File: src/design/tag_pkg.sv
package tag_pkg;

   // ************************************************************
   // shared types for the serial configuration network
   // ************************************************************

   // width of the master state register
   localparam int tag_state_width_gp = 2;

   // one transfer from master to client
   //   op 1            param is a data bit
   //   op 0, param 1   clear the client
   //   op 0, param 0   idle
   typedef struct packed
   {
      logic op;
      logic param;
   } tag_bit_s;

   // master FSM
   // idle waits for the start bit
   // header shifts in length, data_not_reset and node id
   // transfer forwards one payload bit per cycle
   typedef enum logic [tag_state_width_gp-1:0]
   {
      idle     = 2'd0,
      header   = 2'd1,
      transfer = 2'd2
   } tag_state_e;

endpackage

File: src/design/tag_bit_rx.sv
`timescale 1ns/1ns

module tag_bit_rx
#(
   parameter int els_p      = 16,
   parameter int lg_width_p = 4
)
(
   input  logic clk_i,
   input  logic reset_i,
   input  logic data_i,
   output logic bit_o,
   output logic link_reset_o
);

   // ************************************************************
   // packet size and zero-run threshold
   // ************************************************************

   // node id bits, length bits and the data_not_reset flag
   localparam int id_width_lp   = (els_p > 1) ? $clog2(els_p) : 1;
   localparam int hdr_bits_lp   = lg_width_p + 1 + id_width_lp;
   localparam int max_len_lp    = (1 << lg_width_p) - 1;
   // start bit + header + longest payload
   localparam int max_packet_lp = 1 + hdr_bits_lp + max_len_lp;
   // threshold is the next power of two at or above the packet
   localparam int lg_reset_lp   = $clog2(max_packet_lp);
   // one extra bit so the threshold shows up as a carry
   localparam int ctr_width_lp  = lg_reset_lp + 1;

   typedef logic [ctr_width_lp-1:0] zero_ctr_t;

   logic      bit_r;
   zero_ctr_t zeros_r;
   logic      carry;

   // pin flop
   always_ff @(posedge clk_i)
   begin
      bit_r <= data_i;
   end

   assign carry = zeros_r[ctr_width_lp-1];

   // ************************************************************
   // zero-run counter
   // ************************************************************

   // a 1 on the line breaks the run
   // carry clears itself so a longer run pulses again
   always_ff @(posedge clk_i)
   begin
      if (reset_i || bit_r || carry)
      begin
         zeros_r <= '0;
      end
      else
      begin
         zeros_r <= zeros_r + zero_ctr_t'(1);
      end
   end

   assign bit_o        = bit_r;
   assign link_reset_o = carry;

endmodule

File: src/design/tag_master.sv
`timescale 1ns/1ns

module tag_master
#(
   parameter int els_p       = 16,
   parameter int local_els_p = 4,
   parameter int lg_width_p  = 4,
   // derived, not meant to be overridden
   parameter int id_width_lp = (els_p > 1) ? $clog2(els_p) : 1
)
(
   input  logic                                clk_i,
   input  logic                                reset_i,
   input  logic                                bit_i,
   input  logic                                link_reset_i,
   input  logic [id_width_lp-1:0]              node_id_offset_i,
   output tag_pkg::tag_bit_s [local_els_p-1:0] clients_o
);

   // ************************************************************
   // header layout
   // ************************************************************

   // length arrives first, so it sits in the low bits
   localparam int hdr_bits_lp  = lg_width_p + 1 + id_width_lp;
   localparam int ptr_width_lp = $clog2(hdr_bits_lp + 1);

   typedef logic [id_width_lp-1:0]  node_id_t;
   typedef logic [lg_width_p-1:0]   len_t;
   typedef logic [ptr_width_lp-1:0] hdr_ptr_t;

   typedef struct packed
   {
      node_id_t node_id;
      logic     data_not_reset;
      len_t     len;
   } hdr_s;

   tag_pkg::tag_state_e state_r;
   tag_pkg::tag_state_e state_n;
   hdr_ptr_t            hdr_ptr_r;
   hdr_ptr_t            hdr_ptr_n;
   hdr_s                hdr_r;
   hdr_s                hdr_n;
   tag_pkg::tag_bit_s   tag_n;

   logic     fsm_reset;
   node_id_t local_id;
   logic     above_offset;
   logic     below_limit;
   logic     id_match;

   // link reset only counts while the line is low
   assign fsm_reset = reset_i || (link_reset_i && !bit_i);

   // ************************************************************
   // state and header registers
   // ************************************************************

   always_ff @(posedge clk_i)
   begin
      if (fsm_reset)
      begin
         state_r   <= tag_pkg::idle;
         hdr_ptr_r <= '0;
      end
      else
      begin
         state_r   <= state_n;
         hdr_ptr_r <= hdr_ptr_n;
      end
   end

   // header shift register
   always_ff @(posedge clk_i)
   begin
      hdr_r <= hdr_n;
   end

   // ************************************************************
   // next state
   // ************************************************************

   always_comb
   begin
      state_n     = state_r;
      hdr_ptr_n   = hdr_ptr_r;
      hdr_n       = hdr_r;
      tag_n.op    = 1'b0;
      tag_n.param = 1'b0;

      case (state_r)
         tag_pkg::idle:
         begin
            // first 1 starts a packet, not part of the header
            if (bit_i)
            begin
               state_n = tag_pkg::header;
            end
            hdr_ptr_n = '0;
            hdr_n     = '0;
         end
         tag_pkg::header:
         begin
            // shift in from the top, lsb of length ends at bit 0
            hdr_n     = {bit_i, hdr_r[hdr_bits_lp-1:1]};
            hdr_ptr_n = hdr_ptr_r + hdr_ptr_t'(1);
            // last header bit
            if (hdr_ptr_r == hdr_ptr_t'(hdr_bits_lp - 1))
            begin
               // null packet goes straight back
               if (hdr_n.len == '0)
               begin
                  state_n = tag_pkg::idle;
               end
               else
               begin
                  state_n = tag_pkg::transfer;
               end
            end
         end
         tag_pkg::transfer:
         begin
            // op selects data or clear, param is the line
            tag_n.op    = hdr_r.data_not_reset;
            tag_n.param = bit_i;
            if (hdr_r.len == len_t'(1))
            begin
               state_n = tag_pkg::idle;
            end
            hdr_n.len = hdr_r.len - len_t'(1);
         end
         default:
         begin
            state_n = tag_pkg::idle;
         end
      endcase
   end

   // ************************************************************
   // node window and client demux
   // ************************************************************

   // wraps below the offset, caught by above_offset
   assign local_id     = hdr_r.node_id - node_id_offset_i;
   assign above_offset = (hdr_r.node_id >= node_id_offset_i);
   assign below_limit  = (local_id < local_els_p);
   assign id_match     = above_offset && below_limit;

   // combinational outputs, idle outside transfer
   for (genvar i = 0; i < local_els_p; i++)
   begin : g_demux
      assign clients_o[i] = (id_match && (local_id == node_id_t'(i))) ? tag_n : '0;
   end

endmodule

File: src/design/tag_client.sv
`timescale 1ns/1ns

module tag_client
#(
   parameter int client_width_p = 8
)
(
   input  logic                      clk_i,
   input  logic                      reset_i,
   input  tag_pkg::tag_bit_s         tag_i,
   output logic [client_width_p-1:0] data_o,
   output logic                      new_o
);

   // counts 0 .. client_width_p-1
   localparam int cnt_width_lp = $clog2(client_width_p + 1);

   typedef logic [client_width_p-1:0] word_t;
   typedef logic [cnt_width_lp-1:0]   bit_cnt_t;

   word_t    shift_r;
   word_t    shift_n;
   bit_cnt_t count_r;
   word_t    data_r;
   logic     new_r;
   logic     word_done;

   // new bit enters at the top, first bit ends as lsb
   assign shift_n   = {tag_i.param, shift_r[client_width_p-1:1]};
   assign word_done = (count_r == bit_cnt_t'(client_width_p - 1));

   // ************************************************************
   // shift register, word and pulse
   // ************************************************************

   always_ff @(posedge clk_i)
   begin
      if (reset_i)
      begin
         count_r <= '0;
         data_r  <= '0;
         new_r   <= 1'b0;
      end
      else
      begin
         new_r <= 1'b0;
         if (tag_i.op)
         begin
            shift_r <= shift_n;
            if (word_done)
            begin
               // full word, publish and restart
               data_r  <= shift_n;
               new_r   <= 1'b1;
               count_r <= '0;
            end
            else
            begin
               count_r <= count_r + bit_cnt_t'(1);
            end
         end
         else if (tag_i.param)
         begin
            // clear request, no pulse
            shift_r <= '0;
            count_r <= '0;
            data_r  <= '0;
         end
      end
   end

   assign data_o = data_r;
   assign new_o  = new_r;

endmodule

File: src/design/tag_subsystem.sv
`timescale 1ns/1ns

module tag_subsystem
#(
   parameter int els_p          = 16,
   parameter int local_els_p    = 4,
   parameter int lg_width_p     = 4,
   parameter int client_width_p = 8,
   // derived, not meant to be overridden
   parameter int id_width_lp    = (els_p > 1) ? $clog2(els_p) : 1
)
(
   input  logic                                         clk_i,
   input  logic                                         reset_i,
   input  logic                                         data_i,
   input  logic [id_width_lp-1:0]                       node_id_offset_i,
   output logic [local_els_p-1:0][client_width_p-1:0]   client_data_o,
   output logic [local_els_p-1:0]                       client_new_o
);

   logic                                bit_r;
   logic                                link_reset;
   tag_pkg::tag_bit_s [local_els_p-1:0] clients;

   // ************************************************************
   // pin side
   // ************************************************************

   tag_bit_rx #(
      .els_p      (els_p),
      .lg_width_p (lg_width_p)
   ) u_rx (
      .clk_i        (clk_i),
      .reset_i      (reset_i),
      .data_i       (data_i),
      .bit_o        (bit_r),
      .link_reset_o (link_reset)
   );

   // header parse and demux
   tag_master #(
      .els_p       (els_p),
      .local_els_p (local_els_p),
      .lg_width_p  (lg_width_p)
   ) u_master (
      .clk_i            (clk_i),
      .reset_i          (reset_i),
      .bit_i            (bit_r),
      .link_reset_i     (link_reset),
      .node_id_offset_i (node_id_offset_i),
      .clients_o        (clients)
   );

   // ************************************************************
   // client row
   // ************************************************************

   for (genvar i = 0; i < local_els_p; i++)
   begin : g_client
      tag_client #(
         .client_width_p (client_width_p)
      ) u_client (
         .clk_i   (clk_i),
         .reset_i (reset_i),
         .tag_i   (clients[i]),
         .data_o  (client_data_o[i]),
         .new_o   (client_new_o[i])
      );
   end

endmodule

File: config.mk
export PLATFORM = sky130hd
export DESIGN_NAME = tag_subsystem
export DESIGN_NICKNAME = d
export VERILOG_FILES = /design/src/design/tag_pkg.sv /design/src/design/tag_bit_rx.sv /design/src/design/tag_master.sv /design/src/design/tag_client.sv /design/src/design/tag_subsystem.sv
export SDC_FILE = /design/constraint.sdc
export NUM_CORES = 1
export LEC_CHECK = 0
export ABC_AREA = 1
export ABC_CLOCK_PERIOD_IN_PS = 3500
export BUFFER_PORTS_ARGS = -buffer_cell sky130_fd_sc_hd__buf_2
export CAP_MARGIN = 40
export CORE_MARGIN = 5
export CORE_UTILIZATION = 45
export CTS_BUF_LIST = sky130_fd_sc_hd__clkbuf_8
export CTS_CLUSTER_DIAMETER = 120
export DETAILED_ROUTE_END_ITERATION = 12
export PLACE_DENSITY = 0.7
export SYNTH_ARGS = -nofsm -noshare
export SYNTH_HDL_FRONTEND = slang
export SYNTH_HIERARCHICAL = 1
export SYNTH_SLANG_ARGS = --single-unit
File: constraint.sdc
create_clock -name clk_i -period 3.5 [get_ports clk_i]
set_input_delay 0.35 -clock clk_i [delete_from_list [all_inputs] [get_ports clk_i]]
set_output_delay 0.35 -clock clk_i [all_outputs]
set_load 0.05 [all_outputs]
Yosys cells after proc, flatten, opt, wreduce, memory -nomap -nowiden
Index checks and enable logic that the tools add are counted.
{ "word_totals": {"regBits": 106, "output_inout_bits": 36, "elab_cells": 133} }
{ "classes": {"n_addsub": 8, "n_lt_le_gt_ge": 2, "n_eq_ne": 18, "n_mux": 45, "n_bitwise": 5, "n_reduce_logical": 32} }
{ "op_table": {"columns": ["op", "n"], "rows": [
  ["$mux W8", 16],
  ["$mux W4", 12],
  ["$add A4 B1 Y4 const B", 5],
  ["$mux W2", 9],
  ["$eq A4 B3 Y1 const B", 4],
  ["$reduce_and A2 Y1", 8],
  ["$pmux W4 S3", 1],
  ["$ne A2 B2 Y1 const B", 5],
  ["$pmux W5 S2", 1],
  ["$reduce_bool A2 Y1", 5],
  ["$eq A4 B1 Y1 const B", 2],
  ["$eq A4 B2 Y1 const B", 2],
  ["$logic_not A4 Y1", 2],
  ["$pmux W4 S2", 1],
  ["$reduce_or A2 Y1", 4],
  ["$add A6 B1 Y6 const B", 1],
  ["$logic_and A1 B1 Y1", 6],
  ["$pmux W2 S3", 1],
  ["$not A1 Y1", 5],
  ["$eq A4 B4 Y1 const B", 1],
  ["$ge A4 B4 Y1", 1],
  ["$lt A4 B3 Y1 const B", 1],
  ["$mux W1", 4],
  ["$ne A2 B1 Y1 const B", 2],
  ["9 further kinds", 11]
]} }

Longest topological paths before layout
Gate-level depths: netlist of the first run.
{ "depth": {"word_depth": 7, "depth_mapped": 13} }

Hierarchy
The synthesis of the first run kept the hierarchy.
{ "by_module_without_submodules": {"columns": ["module", "n_inst", "cells_per_inst", "area_each_um2", "seq_area_each_um2"], "rows": [
  ["tag_client", 4, 88, 804.5, 470.5],
  ["tag_master", 1, 138, 1053.5, 390.4],
  ["tag_bit_rx", 1, 33, 266.5, 140.1]
]} }

Least setup slack after synthesis of the first run
Ideal clock, no wire load.
{ "synth_timing": {"path_type": "flip-flop to flip-flop", "start": "reg u_master/hdr_r[5] (netlist bit)", "end": "reg g_client[0].u_client.shift_r[1], enable pin", "t_arrival_ns": 2.135, "required_time_ns": 3.139, "path_slack_ns": 1.004, "path_stages_with_launch": 11, "path_buffers": 0, "period_less_slack_ns": 2.496, "path_cell_list": "edfxtp_1 -> inv_1 -> ha_1 -> inv_1 -> fa_1 -> xor2_1 -> a21oi_2 -> nand4_1 -> nor2_1 -> nor2_2 -> nor2_1"} }
{ "synth_rtl": {"columns": ["element", "line", "rtl"], "rows": [
  ["start, declared", "tag_master.sv:43", "hdr_s hdr_r;"],
  ["start signal, assigned", "tag_master.sv:77", "hdr_r <= hdr_n;"],
  ["end signal, assigned", "tag_client.sv:49", "shift_r <= shift_n;"],
  ["end, declared", "tag_client.sv:21", "word_t shift_r;"]
]} }

==> impl_results.md, run 1 <==
* Post-route ant nets at 0
* Worst-path clk slew at about 0.090 ns
* I/O pin cnt at 43
* First-pass GRT wire length at roughly 14,000 µm
* Largest net degree at the start of global routing at 23
* Drt first pass iters at 4
* Cell count after synthesis at approximately 520
* Worst setup margin at roughly 0.74 ns
* Worst setup SP type: flip-flop
* Synth-to-Final Area Change at 12.3%
* Tightest Pin Transition at around 0.60 ns
* H-tree levels at 3
* Critical path arrival at ~2.8 ns
* Mux share of post-synthesis cell area at 0%
* Routed via count at around 3,400
* Yosys reg bits at about 100
* Worst r2r src: u_master/hdr_r[5]
* Main combinational cell family by area after synthesis: simple AND/OR/NAND/NOR gates
* Setup violations, final at 0
* Core Box Area at about 0.01 mm²
* Slew Limit Fails at 0
* Via count of the first global-routing pass at 3,322
* Clock share of power at 29.1%
* DR vias/cell at between 4 and 5
* Reg2reg setup slack at between 0.7 and 0.8 ns
* Initial antenna violation count at 0
* Netlist cell types at 28
* Residual DRC count at 0
* Clk buf depth at 2
* Leakage at about 2.5 nW
* Compound-Gate Fraction of Synth Area at 6.20%
* DIE AREA at 0.0122 mm²
* Diode count at 0
* Top cell type's share of synthesized area at roughly 29%
* Die H at 110 µm
* Total Routed Length at 8170 µm
* Worst Hold End: u_rx/bit_o
* Yosys Warn Count at 6
* Top_reg_cell synth: dfxtp_1
* Clock root buffer: clkbuf_8
* PortBufs at 42
* Mapped cell area at 0.00454 mm²
* Post-synth EDFFs at 37
* Pwr dens at ~500 mW/mm²
* Mapped Nets at around 550
* Hold buffers post-CTS at 0
* Setup repair after global routing missed its margin: false
* CP endpoint kind: flip-flop
* Clock skew at 0.0125 ns
* Place WS at ~0.70 ns
* Combinational fraction of design power at a little under a fifth
* # Post-CTS Setup Buffers at 0
* Max_cap viols at 0
* Clock latency on the worst-skew pair at 0.37 ns
* Post-synthesis simple-gate area fraction at a little over a quarter
* WP data required at around 3.5 ns
* Depth of the worst hold-timing path at 1
* Min Tclk post-route at approximately 2.8 ns
* Fmax at 362 MHz
* Cell internal pwr at about 0.0018 W
* Sw Share at 29.0%
* Max IR drop VDD at between 200 and 250 µV
* Psw at about 0.00074 W
* Crit path max fanout at 13
* Setup TNS at 0 ns
* Die width at 110 µm
* Total track usage at between 10 and 15%
* Hpwl dp at ~6000 µm
* FF-to-FF path depth at 11
* Register area share after synthesis at a little over half
* Period utilization at roughly four fifths
* Synth Area per Inst at 8.68 µm²
* Synth area leaders: dfxtp_1 (29%), edfxtp_1 (24%), nand2_1 (12%), inv_1 (6.0%), nand3_1 (5.4%)
* Hold Slack at approximately 0.075 ns
* XOR/XNOR Fraction of Synth Area at 0.386%
* CP Class: flip-flop to flip-flop
* DRT iter0 DRCs at 222
* CTS sink cnt at around 100
* Hold Path Class: primary input to flip-flop
* Rows at 36
* Slew margin rel. at ~60%
* Initial Util at between 40% and 50%
* WL per Instance at around 11 µm
* Synth top cells by count: nand2_1 (145), inv_1 (73), dfxtp_1 (65)
* Routability Congestion at roughly 0.77
* Final #Nets at 600
* Num CTS Buffers at 9
* Final Hold Fails at 0
* Synth area leader: dfxtp_1
* Grt ovf at 0
* Hold path startpoint: data_i
* Count leader, synth: nand2_1
* Asr flop ratio synth at 0%
* Reg2reg end: g_client[1].u_client/shift_r[1]
* CTS tree: done
* Fraction of layout cells with a size suffix above 1 at 18.8%
* Status: complete, no violations
* Post_cts resized at 0
* Seq pwr share at 52.6%
* Synth Area in Adders at 5.13%
[worst max-delay path, cell delays in order, from the launching register on]
cell      delay (ns)
edfxtp_1        0.39
inv_1           0.07
ha_1            0.13
inv_1           0.06
fa_1            0.39
xor2_1          0.18
a21oi_2         0.18
nand4_1         0.14
nor2_1          0.11
buf_4           0.20
nor2_2          0.08
nor2_1          0.47
[how the worst max path moves through the flow]
stage / from / slack, ns / endpoint / cells after the start
2_1_floorplan: u_master/hdr_r[5] / 1.00 / g_client[0].u_client/shift_r[1] / 10
3_3_place_gp: node_id_offset_i[0] / 0.78 / g_client[1].u_client/shift_r[2] / 11
3_5_place_dp: node_id_offset_i[0] / 0.70 / g_client[1].u_client/shift_r[2] / 11
4_1_cts: u_master/hdr_r[5] / 0.72 / g_client[1].u_client/shift_r[6] / 11
5_1_grt: u_master/hdr_r[5] / 0.44 / g_client[1].u_client/shift_r[4] / 11
6_report: u_master/hdr_r[5] / 0.74 / g_client[1].u_client/shift_r[1] / 11
[stage by stage]
stage	cell area (µm²)	utilization [%]	power, W	std cells
3_5_place_dp	4890	49.8	0.00184	697
5_1_grt	5090	51.9	0.00272	713
3_3_place_gp	4890	49.8	0.00182	697
2_1_floorplan	4540	-	0.00173	523
4_1_cts	5090	51.9	0.00258	713
6_report	5090	51.9	0.00256	713
[logic make-up after synthesis]
logic type | Yosys count
xor gates and xnor gates | 2
AOI/OAI and AO/OA | 45
adders and majority gates | 18
buffers and inverters | 90
and+or+nand+nor | 266
DFF | 102
[power groups by stage]
stage / sequential (W) / clock, W / combinational, W
6_report: 0.00135 / 0.000746 / 0.000467
5_1_grt: 0.00135 / 0.000824 / 0.000545
4_1_cts: 0.00135 / 0.000768 / 0.000467
3_5_place_dp: 0.00137 / 0 / 0.000463
3_3_place_gp: 0.00137 / 0 / 0.000448
2_1_floorplan: 0.00136 / 0 / 0.000365
[final cells by class]
class / instances / area (µm²)
repair buffers: 46 / 240
fillers: 944 / 4720
clock inverters: 5 / 48.8
well taps: 133 / 166
inverters: 85 / 324
multi-input cells: 331 / 1750
flip-flops and latches: 102 / 2410
clock buffers: 11 / 151
[per-layer routing]
metal / share of wire (%) / track usage (%) / vias up
met5: 0 / 0 / -
li1: - / - / 1785
met4: 1.3 / 6.08 / 0
met2: 48 / 24.2 / 58
met1: 46 / 16.4 / 1569
met3: 4.6 / 3.12 / 12
[cells in the final DEF, fill, tap and decap left out, types with 4 or more instances in the layout]
master / netlist / routed
dfxtp_1: 65 / 65
clkinv_2: 4 / 5
buf_2: 1 / 42
edfxtp_1: 37 / 37
o21ai_0: 8 / 8
nor2_2: 9 / 9
nor2_1: 29 / 29
a22oi_1: 4 / 4
nor2_4: 4 / 4
clkbuf_8: 0 / 11
inv_1: 73 / 75
a21oi_2: 6 / 6
nand2_2: 8 / 8
inv_2: 8 / 8
nand3_2: 9 / 9
ha_1: 17 / 17
buf_4: 0 / 4
o21a_1: 4 / 4
nand4_1: 12 / 12
nand3_1: 49 / 49
a21oi_1: 19 / 19
nand2_1: 145 / 145
[state kept, by name, indices dropped and copies added (netlist names)]
signal	count
u_rx/zeros_r	6
g_client.u_client/data_o	32
g_client.u_client/new_o	4
u_master/hdr_ptr_r	4
g_client.u_client/shift_r	28
u_master/hdr_r	9
u_rx/bit_o	1
u_master/state_r	2
g_client.u_client/count_r	16
No activity file was read; power rests on OpenSTA's default activity.
==> run 2, diff against run 1 <==
Settings changed: ABC_CLOCK_PERIOD_IN_PS 3500 to 2630.
Clock period 3.5 ns to 2.63 ns, I/O delays scaled along.
==> impl_results.md, run 2 (synthesis results as in run 1) <==
* Status: complete, no violations
* Setup TNS at 0 ns
* Total track usage at a little over an eighth
* Pwr dens at 666 mW/mm²
* Die width at between 100 and 150 µm
* Sw Share at 29.8%
* Diode count at 0
* Final Hold Fails at 0
* Met3 WL post-DR at between 200 and 300 µm
* Clock skew at 0.00973 ns
* Clock share of power at ~30%
* H-tree levels at 3
* Multi-input gate area at 0.00177 mm²
* Grt ovf at 0
* # Post-CTS Setup Buffers at 0
* Min Tclk post-route at approximately 2.4 ns
* Clk buf depth at 2
* Reg2reg setup slack at between 0.2 and 0.25 ns
* Fraction of layout cells with a size suffix above 1 at between 20 and 25%
* Post-route ant nets at 0
* Synth-to-Final Area Change at 14.0%
* Hold path startpoint: reset_i
* Highest metal used: met4
* Slew margin rel. at 65.5%
* Final #Nets at about 610
* Clock latency on the worst-skew pair at roughly 0.36 ns
* Met1 wire length at around 3700 µm
* CP endpoint kind: flip-flop
* Design Area, Final at 0.00517 mm²
* DR vias/cell at slightly below 5
* Initial Util at between 40% and 50%
* CTS tree: done
* Routed via count at approximately 3,500
* Worst r2r src: u_master/hdr_r[5]
* Worst setup SP type: flip-flop
* Max_cap viols at 0
* PortBufs at between 40 and 50
* Die H at between 100 and 150 µm
* Largest register FFs at 32
* WP data required at 2.71 ns
* Crit path max fanout at 7
* Leakage at approximately 2.6 nW
* Rows at 36
* Setup repair after global routing missed its margin: true
* CP startpoint: u_master/hdr_r[5]
* Max IR drop VDD at between 200 and 300 µV
* Fillers at 953
* Final core occ at 52.7%
* Most common cell after layout, fill and taps aside: nand2_1
* Residual DRC count at 0
* I/O pin cnt at between 40 and 50
* First-pass GRT wire length at roughly 14,000 µm
* CP Class: flip-flop to flip-flop
* Fmax at between 400 and 500 MHz
* Hold Path Class: primary input to flip-flop
* Num CTS Buffers at 9
* Initial antenna violation count at 0
* Hold Slack at around 0.36 ns
* Core Box Area at ~0.0098 mm²
* Combinational fraction of design power at between 10% and 20%
* Drt first pass iters at 4
* Setup violations, final at 0
* Via count of the first global-routing pass at 3,306
* Cell internal pwr at roughly 0.0024 W
* DRT iter0 DRCs at between 100 and 150
* Power Total at roughly 0.0034 W
* Period utilization at around 90%
* Placed inst area at 0.00492 mm²
* Critical path arrival at approximately 2.5 ns
* Seq pwr share at a little over half
* Hpwl dp at a little under 6000 µm
* Psw at between 0.001 and 0.0015 W
* Clock root buffer: clkbuf_8
* DIE AREA at 0.0122 mm²
* Worst-path clk slew at ~0.090 ns
* Reg area at 0.00241 mm²
* Total Routed Length at 8080 µm
* Met2 WL post-DR at 4050 µm
* CTS sink cnt at a little over 100
* Leading cell types in the layout, fill and taps excluded: nand2_1 (145), inv_1 (73), dfxtp_1 (65)
* Tightest Pin Transition at 0.517 ns
* Slew Limit Fails at 0
* Largest net degree at the start of global routing at 23
* Routability Congestion at around 0.8
* WL per Instance at approximately 11 µm
[run 2: cell count changes in the layout (fill, tap and decap cells not counted), moves of 2 or more]
cell	before	now
buf_4	4	6
buf_6	0	2
clkinv_4	0	2
inv_1	75	73
inv_6	0	2
nor2_1	29	25
nor2_2	9	13
[run 2: through the flow]
step	cells	setup WS (ns)
finish	718	0.213
global route	718	-0.0276
CTS	718	0.146
detailed placement	701	0.152
global placement	701	0.253
floorplan	523	0.134
[run 2: routing by layer]
layer | global-route usage [%] | up-vias
met3 | 2.74 | 9
met4 | 5.17 | 0
met1 | 16.4 | 1620
met2 | 24.1 | 44
li1 | - | 1794
met5 | 0 | -
[run 2: worst paths after layout]
kind / end / cells past startpoint
worst max-delay path: g_client[1].u_client/shift_r[6] / 11
worst min-delay path: g_client[1].u_client/count_r[1] / 2
worst max register to register: g_client[1].u_client/shift_r[6] / 11
worst min register to register: g_client[0].u_client/data_o[0] / 2
[run 2: critical path: stages, from the launching register on]
cell      delay, ns
edfxtp_1       0.40
inv_1          0.07
ha_1           0.13
inv_1          0.05
fa_1           0.40
xor2_1         0.18
a21oi_2        0.18
nand4_1        0.13
nor2_1         0.22
nor2_2         0.09
nor2_1         0.10
buf_4          0.17
[run 2: area by class of cell]
cell class / count / share of cell area [%]
Sequential cell: 102 / 46.6
Inverter: 85 / 6.27
Timing Repair Buffer: 51 / 5.56
Clock inverter: 6 / 1.48
Clock buffer: 10 / 2.66
Multi-Input combinational cell: 331 / 34.2
Tap cell: 133 / 3.22
[run 2: repair_timing]
action                     4_1_cts  5_1_grt
setup endpoints to repair        0       31
hold buffers                     1        0
hold endpoints to repair         1        0
resized for setup                0        7
[run 2: power by group through the flow]
| stage | registers, W | clock network [W] | logic, W |
|---|---|---|---|
| after floorplan | 0.00181 | 0 | 0.000486 |
| after global placement | 0.00183 | 0 | 0.000589 |
| after detailed placement | 0.00183 | 0 | 0.000610 |
| after CTS | 0.00179 | 0.00107 | 0.000618 |
| after global routing | 0.00181 | 0.00113 | 0.000724 |
| final | 0.00179 | 0.00103 | 0.000620 |
==> run 3, diff against run 2 <==
Settings changed: CORE_ASPECT_RATIO from default to 2, SYNTH_HIERARCHICAL 1 to default.
==> impl_results.md, run 3 <==
* Yosys reg bits at between 100 and 150
* Number of cells on the critical path at 10
* Clk buf depth at 2
* I/O pin cnt at 43
* Max IR drop VDD at around 350 µV
* Die H at about 150 µm
* Setup repair after global routing missed its margin: true
* CP delay by family, top: simple AND/OR/NAND/NOR gates
* Synth Area per Inst at roughly 8 µm²
* Final std cells w/o fill at 764
* Period utilization at approximately 90%
* CP endpoint kind: flip-flop
* Setup TNS at 0 ns
* Num CTS Buffers at 9
* Top_reg_cell synth: dfxtp_1
* Count leader, synth: nor2_1
* Mapped cell area at about 0.0047 mm²
* Critical Path Slowest Stage Cell: fa_1
* Fraction of layout cells with a size suffix above 1 at a little over an eighth
* Routed via count at 3,826
* DRT iter0 DRCs at 353
* Placed cells at 747
* Clock root buffer: clkbuf_8
* Cell count after synthesis at approximately 580
* Seq pwr share at between 40% and 50%
* Largest net degree at the start of global routing at 40
* Worst Setup EP: g_client[0].u_client.shift_r[6]
* Initial Util at a little under half
* Leakage at about 2.5 nW
* Total Routed Length at ~9600 µm
* Routability Congestion at roughly 0.81
* Largest register FFs at 32
* Reg2reg setup slack at 0.21 ns
* Setup violations, final at 0
* Fmax at just over 400 MHz
* Initial antenna violation count at 0
* Drt first pass iters at 4
* Residual DRC count at 0
* Yosys Warn Count at 0
* Mapped Nets at ~600
* Psw at 0.00130 W
* Most common cell after layout, fill and taps aside: nor2_1
* DR vias/cell at between 5 and 6
* CTS tree: done
* Status: complete, no violations
* Sw Share at between 30 and 40%
* WL per Instance at 12.6 µm
* Critical path arrival at roughly 2.5 ns
* Core Box Area at approximately 0.010 mm²
* Crit path max fanout at 7
* Combinational fraction of design power at a little over a quarter
* Design Area, Final at around 0.0053 mm²
* Total track usage at between 10% and 20%
* Register area share after synthesis at 51.1%
* CTS sink cnt at slightly above 100
* Die width at around 82 µm
* Final #Nets at 647
* FF-to-FF path depth at 10
* CP Class: flip-flop to flip-flop
* Worst setup margin at between 0.2 and 0.25 ns
* Max_cap viols at 0
* Top cell type's share of synthesized area at 27.6%
* CP startpoint: u_master.hdr_r[5]
* Buf/Inv on CP at 3
* First-pass GRT wire length at 16,500 µm
* CP most frequent cell: inv_1
* Slowest Stage Delay on Critical Path at roughly 0.40 ns
* Cell breakdown of the critical path: inv_1, ha_1, inv_1, fa_1, xnor2_1, nand3_2, nor2_4, nand3_1, nor2_1, buf_4
* Worst r2r src: u_master.hdr_r[5]
* Synth area leaders: dfxtp_1 (28%), edfxtp_1 (24%), nor2_1 (8.4%), nand2_1 (7.4%), inv_1 (6.4%)
* DIE AREA at around 0.013 mm²
* WP data required at between 2 and 3 ns
* Hpwl dp at 7200 µm
* Netlist cell types at 32
* Worst-path clk slew at about 0.10 ns
* Final Hold Fails at 0
* Place WS at 0.121 ns
* Leading cell types in the layout, fill and taps excluded: nor2_1 (105), nand2_1 (90), inv_1 (83)
* Placed inst area at 0.00508 mm²
* Reg2reg end: g_client[0].u_client.shift_r[6]
* Rows at 53
* Min Tclk post-route at 2.42 ns
* Worst setup SP type: flip-flop
* Synth top cells by count: nor2_1 (105), nand2_1 (93), inv_1 (81)
* Slew Limit Fails at 0
* Via count of the first global-routing pass at around 3,700
* Tightest Pin Transition at 0.468 ns
* Cell internal pwr at 0.00247 W
* Hold Path Class: primary input to flip-flop
* Post-synth EDFFs at 37
* Grt ovf at 0
* Slew margin rel. at 68.8%
* Clock skew at ~0.013 ns
* Clock share of power at about a quarter
* PortBufs at 42
* Post-route ant nets at 0
* Synth area leader: dfxtp_1
* H-tree levels at 3
* Diode count at 0
* Pwr dens at just over 700 mW/mm²
* Hold path startpoint: reset_i
* Clock latency on the worst-skew pair at between 0.3 and 0.4 ns
* Asr flop ratio synth at 0%
* Synth-to-Final Area Change at 12.6%
-- run 3: power by group through the flow --
stage / Clock, W / Sequential [W] / Combinational, W
2_1_floorplan: 0 / 0.00185 / 0.000744
6_report: 0.000940 / 0.00181 / 0.00101
5_1_grt: 0.00102 / 0.00182 / 0.00114
3_5_place_dp: 0 / 0.00185 / 0.000980
3_3_place_gp: 0 / 0.00184 / 0.000953
4_1_cts: 0.000962 / 0.00181 / 0.000985
-- run 3: how the worst min path moves through the flow --
stage / endpoint / cells after the start
after floorplan: u_rx.bit_o / 0
after global placement: u_rx.bit_o / 1
after detailed placement: u_rx.bit_o / 1
after CTS: g_client[0].u_client.count_r[3] / 2
after global routing: g_client[0].u_client.count_r[3] / 2
final: g_client[0].u_client.count_r[3] / 2
-- run 3: layout make-up --
class,instances,area [µm²]
clock buffer,12,165
clock inverter,4,20.0
fill,1030,5100
inverter,86,323
multi-input combinational,367,1900
sequential,102,2410
tap,137,171
timing repair buffer,56,325
-- run 3: logic make-up (layout without fill, tap and decap cells) --
| logic type | after synthesis | in the layout | share of synthesized area (%) |
|---|---|---|---|
| AND/OR/NAND/NOR | 295 | 295 | 28.1 |
| buffers and inverters | 107 | 158 | 9.20 |
| flip-flops | 102 | 102 | 51.1 |
| AO/OA/AOI/OAI | 47 | 47 | 5.36 |
| adder cells (fa/ha/maj) | 18 | 18 | 4.93 |
| XOR/XNOR | 7 | 7 | 1.30 |
-- run 3: through the flow --
stage	util (%)	power [W]	hold WS, ns
finish	51.0	0.00376	0.292
global route	51.0	0.00398	0.308
CTS	50.7	0.00376	0.278
detailed placement	48.8	0.00283	0.367
global placement	48.8	0.00279	0.369
floorplan	-	0.00260	0.291
-- run 3: per-layer routing --
| metal | vias to the layer above | track usage [%] | wire (µm) |
|---|---|---|---|
| met2 | 71 | 28.6 | 5180 |
| met3 | 19 | 4.08 | 399 |
| li1 | 1972 | - | - |
| met4 | 0 | 7.69 | 241 |
| met5 | - | 0 | 0 |
| met1 | 1764 | 17.9 | 3800 |
-- run 3: timing repair --
action | 4_1_cts | 5_1_grt
buffers inserted | 0 | 0
hold buffers | 1 | 0
setup endpoints to repair | 0 | 26
resized for setup | 0 | 7
endpoints found under the hold margin | 1 | 0
